<file path="src/rtl/spirw_pkg.sv">
`default_nettype none

package spirw_pkg;

    localparam int addr_bits    = 8;
    localparam int ram_depth    = 2 ** addr_bits;
    localparam int screen_w     = 64;
    localparam int screen_h     = 8;
    localparam int color_bits   = 16;
    localparam int glyph_w      = 4;
    localparam int glyph_h      = 8;
    localparam int digits       = 8;
    localparam int frame_pixels = screen_w * screen_h;
    localparam int pixel_clks   = 2 * color_bits;  // one low and one high clk per bit

    localparam logic [color_bits-1:0] fg_color = '1;  // white
    localparam logic [color_bits-1:0] bg_color = '0;  // black

    // glyph 0 first, row 0 on top, msb of a row is the leftmost pixel
    localparam logic [0:15][0:glyph_h-1][glyph_w-1:0] hex_font = {
        32'h6999_9960, 32'h2622_2270, 32'h6912_48f0, 32'h6916_1960,
        32'h1359_f110, 32'hf8e1_1960, 32'h68e9_9960, 32'hf122_4440,
        32'h6996_9960, 32'h6997_1160, 32'h699f_9990, 32'he99e_99e0,
        32'h6988_8960, 32'he999_99e0, 32'hf88e_88f0, 32'hf88e_8880
    };

    typedef enum logic [7:0] {
        cmd_write = 8'h00,
        cmd_read  = 8'h01
    } spi_cmd_e;

    typedef enum logic [1:0] {
        st_cmd,
        st_addr,
        st_data,
        st_ignore  // unknown opcode, wait for csn
    } slave_state_e;

    typedef struct packed {
        logic                 wr;
        logic [addr_bits-1:0] addr;
        logic [7:0]           wdata;
        logic                 rd;
    } ram_req_t;

    // packed so that the whole struct reads as the word b3:b2:b1:b0
    typedef struct packed {
        logic [7:0] b3;
        logic [7:0] b2;
        logic [7:0] b1;
        logic [7:0] b0;
    } display_t;

    typedef struct packed {
        logic [$clog2(screen_w)-1:0] x;
        logic [$clog2(screen_h)-1:0] y;
    } pixel_pos_t;

endpackage

`default_nettype wire

</file>
<file path="src/rtl/spi_rw_slave.sv">
`default_nettype none

module spi_rw_slave
(
    input  logic                 clk,
    input  logic                 arst_n,
    input  logic                 csn,
    input  logic                 sclk,
    input  logic                 mosi,
    output logic                 miso,
    output spirw_pkg::ram_req_t  req,
    input  logic [7:0]           rdata
);
    logic [1:0]                      csn_sr;
    logic [2:0]                      sclk_sr;
    logic [1:0]                      mosi_sr;
    logic                            active;
    logic                            sclk_rise;
    logic                            sclk_fall;
    logic [2:0]                      bit_cnt;
    logic [6:0]                      shreg;
    logic [7:0]                      rx_byte;
    logic                            byte_done;
    spirw_pkg::spi_cmd_e             cmd;
    spirw_pkg::slave_state_e         state;
    logic                            is_read;
    logic [spirw_pkg::addr_bits-1:0] addr;  // next address to access
    logic                            load_miso;
    logic [7:0]                      tx_sr;

    // pins are sampled in the clk domain, sclk needs a third stage for edges
    always_ff @(posedge clk or negedge arst_n)
    begin
        if (!arst_n)
        begin
            csn_sr  <= '1;
            sclk_sr <= '0;
            mosi_sr <= '0;
        end
        else
        begin
            csn_sr  <= {csn_sr[0], csn};
            sclk_sr <= {sclk_sr[1:0], sclk};
            mosi_sr <= {mosi_sr[0], mosi};
        end
    end

    assign active    = !csn_sr[1];
    assign sclk_rise = sclk_sr[1] & ~sclk_sr[2];
    assign sclk_fall = ~sclk_sr[1] & sclk_sr[2];
    assign rx_byte   = {shreg, mosi_sr[1]};  // byte incl. the bit arriving now
    assign byte_done = active && sclk_rise && bit_cnt == 3'd7;
    assign cmd       = spirw_pkg::spi_cmd_e'(rx_byte);

    always_ff @(posedge clk or negedge arst_n)
    begin
        if (!arst_n)
        begin
            bit_cnt <= '0;
            shreg   <= '0;
            state   <= spirw_pkg::st_cmd;
            is_read <= 1'b0;
            addr    <= '0;
            req     <= '0;
        end
        else
        begin
            req.wr <= 1'b0;  // strobes last one clk
            req.rd <= 1'b0;
            if (!active)
            begin
                bit_cnt <= '0;
                state   <= spirw_pkg::st_cmd;
            end
            else if (sclk_rise)
            begin
                bit_cnt <= bit_cnt + 3'd1;
                shreg   <= rx_byte[6:0];
            end

            if (byte_done)
            begin
                case (state)
                    spirw_pkg::st_cmd:
                    begin
                        case (cmd)
                            spirw_pkg::cmd_write: is_read <= 1'b0;
                            spirw_pkg::cmd_read:  is_read <= 1'b1;
                            default:              ;
                        endcase
                        if (cmd == spirw_pkg::cmd_write || cmd == spirw_pkg::cmd_read)
                            state <= spirw_pkg::st_addr;
                        else
                            state <= spirw_pkg::st_ignore;
                    end
                    spirw_pkg::st_addr:
                    begin
                        req.addr <= rx_byte;
                        req.rd   <= is_read;  // prefetch first read byte
                        addr     <= is_read ? rx_byte + 1'b1 : rx_byte;
                        state    <= spirw_pkg::st_data;
                    end
                    spirw_pkg::st_data:
                    begin
                        req.addr  <= addr;
                        req.wdata <= rx_byte;
                        req.wr    <= !is_read;
                        req.rd    <= is_read;
                        addr      <= addr + 1'b1;  // wraps at 255
                    end
                    default: state <= spirw_pkg::st_ignore;
                endcase
            end
        end
    end

    // rdata shows up one clk after rd, well before the next falling sclk
    always_ff @(posedge clk or negedge arst_n)
    begin
        if (!arst_n)
        begin
            load_miso <= 1'b0;
            tx_sr     <= '0;
            miso      <= 1'b0;
        end
        else
        begin
            load_miso <= req.rd;
            if (!active)
            begin
                tx_sr <= '0;
                miso  <= 1'b0;
            end
            else if (load_miso)
                tx_sr <= rdata;
            else if (sclk_fall)
            begin
                miso  <= tx_sr[7];  // mode 0, msb first
                tx_sr <= {tx_sr[6:0], 1'b0};
            end
        end
    end

    a_wr_rd_exclusive: assert property (@(posedge clk) disable iff (!arst_n)
        !(req.wr && req.rd));

    // a request only comes out of a transaction that is still open on the pin
    a_no_req_idle: assert property (@(posedge clk) disable iff (!arst_n)
        (req.wr || req.rd) |-> !csn);

endmodule

`default_nettype wire

</file>
<file path="src/rtl/byte_ram.sv">
`default_nettype none

module byte_ram
(
    input  logic                 clk,
    input  logic                 arst_n,
    input  spirw_pkg::ram_req_t  req,
    output logic [7:0]           rdata,
    output spirw_pkg::display_t  disp
);
    logic [7:0] mem [spirw_pkg::ram_depth];

    always_ff @(posedge clk)
    begin
        if (req.wr)
            mem[req.addr] <= req.wdata;
        if (req.rd)
            rdata <= mem[req.addr];  // registered read, 1 clk latency
    end

    // copy of bytes 0..3 for the renderer, saves a second read port
    always_ff @(posedge clk or negedge arst_n)
    begin
        if (!arst_n)
            disp <= '0;
        else if (req.wr)
        begin
            case (req.addr)
                'd0:     disp.b0 <= req.wdata;
                'd1:     disp.b1 <= req.wdata;
                'd2:     disp.b2 <= req.wdata;
                'd3:     disp.b3 <= req.wdata;
                default: ;
            endcase
        end
    end

endmodule

`default_nettype wire

</file>
<file path="src/rtl/hex_glyph_renderer.sv">
`default_nettype none

module hex_glyph_renderer
(
    input  logic                             clk,
    input  logic                             arst_n,
    input  spirw_pkg::pixel_pos_t            pos,
    input  spirw_pkg::display_t              disp,
    output logic [spirw_pkg::color_bits-1:0] color
);
    logic [$clog2(spirw_pkg::digits)-1:0]  digit;
    logic [$clog2(spirw_pkg::digits)-1:0]  nib_sel;
    logic [2:0]                            col;      // column inside the 8 wide cell
    logic [$clog2(spirw_pkg::glyph_h)-1:0] font_row;
    logic [31:0]                           word;
    logic [3:0]                            nibble;
    logic [spirw_pkg::glyph_w-1:0]         row_bits;
    logic                                  pix_on;

    assign digit    = pos.x[5:3];
    assign col      = pos.x[2:0];
    assign font_row = pos.y;  // glyph is as tall as the screen
    assign word     = disp;   // b3:b2:b1:b0

    // leftmost digit is the top nibble of b3
    assign nib_sel  = 3'(spirw_pkg::digits - 1) - digit;
    assign nibble   = word[{nib_sel, 2'b00} +: 4];
    assign row_bits = spirw_pkg::hex_font[nibble][font_row];

    // right half of a cell is spacing
    assign pix_on = (col < spirw_pkg::glyph_w)
                  && row_bits[2'(spirw_pkg::glyph_w - 1) - col[1:0]];

    always_ff @(posedge clk or negedge arst_n)
    begin
        if (!arst_n)
            color <= spirw_pkg::bg_color;
        else
            color <= pix_on ? spirw_pkg::fg_color : spirw_pkg::bg_color;
    end

    a_row_in_screen: assert property (@(posedge clk) disable iff (!arst_n)
        pos.y <= spirw_pkg::screen_h - 1);

endmodule

`default_nettype wire

</file>
<file path="src/rtl/lcd_pixel_shifter.sv">
`default_nettype none

module lcd_pixel_shifter
(
    input  logic                             clk,
    input  logic                             arst_n,
    input  logic [spirw_pkg::color_bits-1:0] color,
    output spirw_pkg::pixel_pos_t            pos,
    output logic                             lcd_csn,
    output logic                             lcd_clk,
    output logic                             lcd_mosi,
    output logic                             lcd_dc
);
    logic [$clog2(spirw_pkg::pixel_clks)-1:0]   phase;    // clk inside a pixel slot
    logic [$clog2(spirw_pkg::frame_pixels)-1:0] pix_idx;
    logic [spirw_pkg::color_bits-1:0]           shreg;
    logic                                       last_phase;
    logic                                       frame_end;
    logic                                       gap_next;

    // lcd_csn doubles as the gap flag
    assign last_phase = phase == spirw_pkg::pixel_clks - 1;
    assign frame_end  = last_phase && !lcd_csn && pix_idx == spirw_pkg::frame_pixels - 1;
    assign gap_next   = frame_end || (lcd_csn && !last_phase);

    assign lcd_mosi = shreg[spirw_pkg::color_bits-1];
    assign lcd_dc   = 1'b1;  // pixel data only

    always_ff @(posedge clk or negedge arst_n)
    begin
        if (!arst_n)
        begin
            phase   <= '0;
            pix_idx <= '0;
            lcd_csn <= 1'b1;  // start in the gap slot
            lcd_clk <= 1'b1;
            shreg   <= '0;
            pos     <= '0;
        end
        else
        begin
            phase   <= phase + 1'b1;
            lcd_csn <= gap_next;
            lcd_clk <= gap_next | ~phase[0];  // low on even phases

            if (last_phase && !lcd_csn)
                pix_idx <= pix_idx + 1'b1;

            // bit changes while lcd_clk is low
            if (last_phase)
                shreg <= color;
            else if (phase[0])
                shreg <= shreg << 1;

            // issue the next position 2 clk ahead of its first bit
            if (phase == spirw_pkg::pixel_clks - 3)
            begin
                if (lcd_csn)
                    pos <= '0;
                else if (pos.x == 6'(spirw_pkg::screen_w - 1))
                begin
                    pos.x <= '0;
                    pos.y <= pos.y + 1'b1;
                end
                else
                    pos.x <= pos.x + 1'b1;
            end
        end
    end

    a_clk_idle_high: assert property (@(posedge clk) disable iff (!arst_n)
        lcd_csn |-> lcd_clk);

endmodule

`default_nettype wire

</file>
<file path="src/rtl/spirw_hex_top.sv">
`default_nettype none

module spirw_hex_top
(
    input  logic clk,
    input  logic arst_n,
    input  logic spi_csn,
    input  logic spi_sclk,
    input  logic spi_mosi,
    output logic spi_miso,
    output logic lcd_csn,
    output logic lcd_clk,
    output logic lcd_mosi,
    output logic lcd_dc
);
    spirw_pkg::ram_req_t              ram_req;
    spirw_pkg::display_t              disp;
    spirw_pkg::pixel_pos_t            pos;
    logic [7:0]                       ram_rdata;
    logic [spirw_pkg::color_bits-1:0] color;

    // external master writes and reads the ram
    spi_rw_slave spi_rw_slave_inst
    (
        .clk    (clk),
        .arst_n (arst_n),
        .csn    (spi_csn),
        .sclk   (spi_sclk),
        .mosi   (spi_mosi),
        .miso   (spi_miso),
        .req    (ram_req),
        .rdata  (ram_rdata)
    );

    byte_ram byte_ram_inst
    (
        .clk    (clk),
        .arst_n (arst_n),
        .req    (ram_req),
        .rdata  (ram_rdata),
        .disp   (disp)
    );

    hex_glyph_renderer hex_glyph_renderer_inst
    (
        .clk    (clk),
        .arst_n (arst_n),
        .pos    (pos),
        .disp   (disp),
        .color  (color)
    );

    lcd_pixel_shifter lcd_pixel_shifter_inst
    (
        .clk      (clk),
        .arst_n   (arst_n),
        .color    (color),
        .pos      (pos),
        .lcd_csn  (lcd_csn),
        .lcd_clk  (lcd_clk),
        .lcd_mosi (lcd_mosi),
        .lcd_dc   (lcd_dc)
    );

endmodule

`default_nettype wire

</file>
<file path="config.mk">
export PLATFORM = sky130hd
export DESIGN_NAME = spirw_hex_top
export DESIGN_NICKNAME = d
export VERILOG_FILES = /design/src/rtl/spirw_pkg.sv /design/src/rtl/spi_rw_slave.sv /design/src/rtl/byte_ram.sv /design/src/rtl/hex_glyph_renderer.sv /design/src/rtl/lcd_pixel_shifter.sv /design/src/rtl/spirw_hex_top.sv
export SDC_FILE = /design/constraint.sdc
export NUM_CORES = 2
export LEC_CHECK = 0
export BUFFER_PORTS_ARGS = -buffer_cell sky130_fd_sc_hd__buf_4
export CAP_MARGIN = 20
export CORE_ASPECT_RATIO = 1.5
export CORE_MARGIN = 2
export CORE_UTILIZATION = 45
export CTS_BUF_LIST = sky130_fd_sc_hd__clkbuf_16
export DETAILED_ROUTE_END_ITERATION = 8
export PLACE_DENSITY = 0.71
export SLEW_MARGIN = 20
export SYNTH_ARGS = -nofsm -noshare
export SYNTH_HDL_FRONTEND = slang
export SYNTH_HIERARCHICAL = 1
export SYNTH_SLANG_ARGS = --single-unit
</file>
<file path="constraint.sdc">
create_clock -name clk -period 7.9 [get_ports clk]
set_input_delay 0.395 -clock clk [delete_from_list [all_inputs] [get_ports clk]]
set_output_delay 0.395 -clock clk [all_outputs]
set_load 0.01 [all_outputs]
</file>
==> impl_metrics.py <==
metrics = {
    "floorplan": {
        "fp.dieH_um": 538,
        "core_area_um2": 188000,
        "dieArea_um2": 194000,
        "num_io_pins": 10,
        "initial_core_util": 0.454,
        "rows": 195,
        "die_x_um": 360,
    },
    "route": {
        "drc": 0,
        "dr.first_iter.drc_count": 4418,
        "wl_mm": 198,
        "num_vias": 41656,
        "avgRoutedWirePerCell_um": 29.0,
        "dr.pass1.iters": 6,
        "vias_per_cell": 6.10,
        "antenna_left": 0,
    },
    "place": {
        "io_buffers": 8,
        "dp.final_hpwl_mm": 120,
        "dp_cells": 6481,
        "globalplace.congestion": 0.845,
    },
    "synthesis": {
        "yosysMostFrequentCell": "edfxtp_1",
        "synthTopCellsByCount": "2056 x edfxtp_1, 520 x mux4_2, 260 x nor2_1, 256 x a22oi_1, 169 x clkbuf_1",
        "async_flop_share": 0.0595,
        "syn-num-nets": 4225,
        "synthTopCellsByArea": "edfxtp_1 72%, mux4_2 14%, dfrtp_1 3.7%",
        "synth_edf_count": 2056,
        "synth.distinct_cells": 67,
        "synth_top_area_share": 0.722,
        "syn_inst": 4194,
        "ys_seq_area_frac": 0.760,
        "synth_top_area_cell": "edfxtp_1",
        "synth_area_um2": 85500,
        "avgSynthCellArea_um2": 20.4,
        "synthFlopType": "edfxtp_1",
        "ys_ff_latch": 2186,
        "synth.yosys.warnings": 6,
    },
    "cells_and_area": {
        "areaGrowthSynthToFinish_pct": 10.6,
        "finalNonFillerCells": 6830,
        "n_fill_cell": 14669,
        "final_nets": 4250,
        "drive_gt1_frac": 0.229,
    },
    "sta": {
        "hold_violations": 0,
        "maxSlewHeadroom": 0.160,
        "tightest_slew_ps": 1240,
        "layout_worst_path_cycle_share": 0.654,
        "max_freq_ghz": 0.194,
        "slew_violations": 0,
        "grt_setup_unrepaired": "false",
        "fin_skew_ps": 39.9,
        "fin_tns_setup_ps": 0,
        "setup_viol_count_final": 0,
        "period_needed_ps": 5170,
    },
    "cts": {
        "post_cts_buffers": 0,
        "cts_buffers": 191,
        "cts.clk_slew.worst_paths_ps": 70,
        "cts.sinks": 2186,
        "root_buffer": "clkbuf_16",
        "clock_latency_ps": 850,
        "cts_max_level": 4,
        "cts.path.max_buffers": 4,
        "cts_tree": "built",
    },
    "setup_path": {
        "rr_endpoint": "byte_ram_inst/rdata[6]",
        "worstPathMaxFanout": 104,
        "crit_path_end": "byte_ram_inst/rdata[6]",
        "cp-start-kind": "flop",
        "r2r_slack_ps": 2730,
        "cp.arrival_ps": 5670,
        "critPathLaunch": "spi_rw_slave_inst/req[9]",
        "worstSetupPathType": "flop to flop",
        "critPathCaptureType": "flop",
        "cp_data_required_time_ps": 8410,
        "r2r-start": "spi_rw_slave_inst/req[9]",
        "rr_worst_depth": 7,
    },
    "hold_path": {
        "hp-class": "input pin to async pin",
    },
    "grt": {
        "grt_max_degree": 234,
        "overflow": 0,
        "antenna_found_initial": 2,
        "grt_pass1_wl_mm": 291,
        "grt_usage": 0.203,
        "grt_pass1_vias": 42567,
    },
    "power": {
        "cellPowerDensity_nw_per_um2": 231,
        "p_leak_uw": 0.0315,
        "ir_worst_vdd_mv": 0.186,
    },
    "run_status": {
        "outcome": "complete, no violations",
    },
    "flow_run": {
        "max_cap_violations": 0,
    },
}
==> flip-flops by register name, indices dropped and copies added, names as in the netlist, 2 cells and up <==
name                            flops
spi_rw_slave_inst/sclk_sr           3
spi_rw_slave_inst/tx_sr             8
spi_rw_slave_inst/addr              8
lcd_pixel_shifter_inst/phase        5
spi_rw_slave_inst/mosi_sr           2
lcd_pixel_shifter_inst/pos          9
spi_rw_slave_inst/state             2
spi_rw_slave_inst/req              18
lcd_pixel_shifter_inst/pix_idx      9
spi_rw_slave_inst/shreg             7
lcd_pixel_shifter_inst/shreg       16
spi_rw_slave_inst/csn_sr            2
spi_rw_slave_inst/bit_cnt           3
byte_ram_inst/disp                 32
byte_ram_inst/mem                2048
byte_ram_inst/rdata                 8
==> worst min-delay path by stage <==
stage / slack [ps] / from / cells after the start / end
floorplan: 100 / arst_n / 0 / byte_ram_inst/disp[0]
global placement: 350 / spi_rw_slave_inst/csn_sr[0] / 0 / spi_rw_slave_inst/csn_sr[1]
detailed placement: 350 / spi_rw_slave_inst/sclk_sr[0] / 0 / spi_rw_slave_inst/sclk_sr[1]
CTS: 150 / arst_n / 2 / lcd_pixel_shifter_inst/shreg[14]
global route: 210 / arst_n / 2 / lcd_pixel_shifter_inst/shreg[14]
finish: 160 / arst_n / 2 / lcd_pixel_shifter_inst/shreg[14]
==> per-layer routing <==
layer,GRT usage,vias to the layer above,share of wire
li1,-,17375,-
met1,0.246,21956,0.35
met2,0.361,1895,0.53
met3,0.0249,428,0.066
met4,0.101,2,0.054
met5,0,-,0.000071
==> area by class of cell <==
cell class                      instances  area (um^2)  share of cell area
Antenna cell                            3         7.51           0.0000794
Clock buffer                          194         4850              0.0514
Clock inverter                        145         1240              0.0131
Inverter                               22         82.6            0.000874
Multi-Input combinational cell       1698        19200               0.203
Sequential cell                      2186        65000               0.688
Tap cell                             2462         3080              0.0326
Timing Repair Buffer                  120         1050              0.0112
==> critical path, cell delays in order (launching register included) <==
cell and delay (ps):
dfrtp_4 820, buf_12 630, buf_4 830, mux4_2 640
a22oi_1 260, a21oi_1 150, o41ai_1 1130, nand4_1 190
==> timing repair <==
item | CTS | global route
hold buffers | 4 | 0
hold endpoints to repair | 76 | 0
gates resized for setup | 0 | 0
==> metrics by stage <==
step / setup WS [ps] / utilization / power [uW] / hold WS (ps) / instance area [um^2]
2_1_floorplan: 3860 / - / 12800 / 99.4 / 85500
3_3_place_gp: 2240 / 0.469 / 12800 / 346 / 88300
3_5_place_dp: 2640 / 0.469 / 12900 / 350 / 88300
4_1_cts: 2640 / 0.501 / 22000 / 148 / 94500
5_1_grt: 2530 / 0.502 / 22400 / 206 / 94500
6_report: 2730 / 0.502 / 21900 / 155 / 94500
==> kinds of logic (layout without fill, tap and decap cells) <==
group | after synthesis | count (layout) | share of synthesized area
xor+xnor | 14 | 14 | 0.00143
other cells | 1 | 4 | 0.0000439
flops | 2186 | 2186 | 0.760
simple gates | 522 | 522 | 0.0266
mux | 609 | 609 | 0.148
buf+inv | 310 | 481 | 0.0177
compound gates | 526 | 526 | 0.0416
fa+ha+maj | 26 | 26 | 0.00381
==> layout by cell type (no fill, tap or decap), types with 5 or more instances in the layout <==
cell,n
and3_1,9
dfrtp_1,116
nand2b_1,9
clkinvlp_4,6
clkinv_1,43
nor3_2,8
a22oi_1,256
xor2_1,7
clkinv_2,27
nor3_1,37
mux2_2,43
o41ai_1,15
nor2b_1,7
mux4_2,520
inv_1,58
edfxtp_1,2056
dfrtp_4,10
nor2_2,5
a31oi_1,9
nand3_1,29
o21ai_0,34
clkbuf_16,194
nor3b_1,5
mux2i_1,38
a21oi_1,144
buf_12,10
nand4_1,17
mux2_1,5
bufinv_16,21
nand2_1,112
ha_1,26
o41ai_2,18
o21ai_1,8
buf_4,102
nor2_1,259
xnor2_1,7
==> power by group <==
group | internal (uW) | total [uW] | switching (uW)
clock network | 5150 | 9270 | 4120
logic | 34.7 | 71.8 | 37.1
registers | 12500 | 12500 | 42.6
Power figures use the tool's default switching activity.
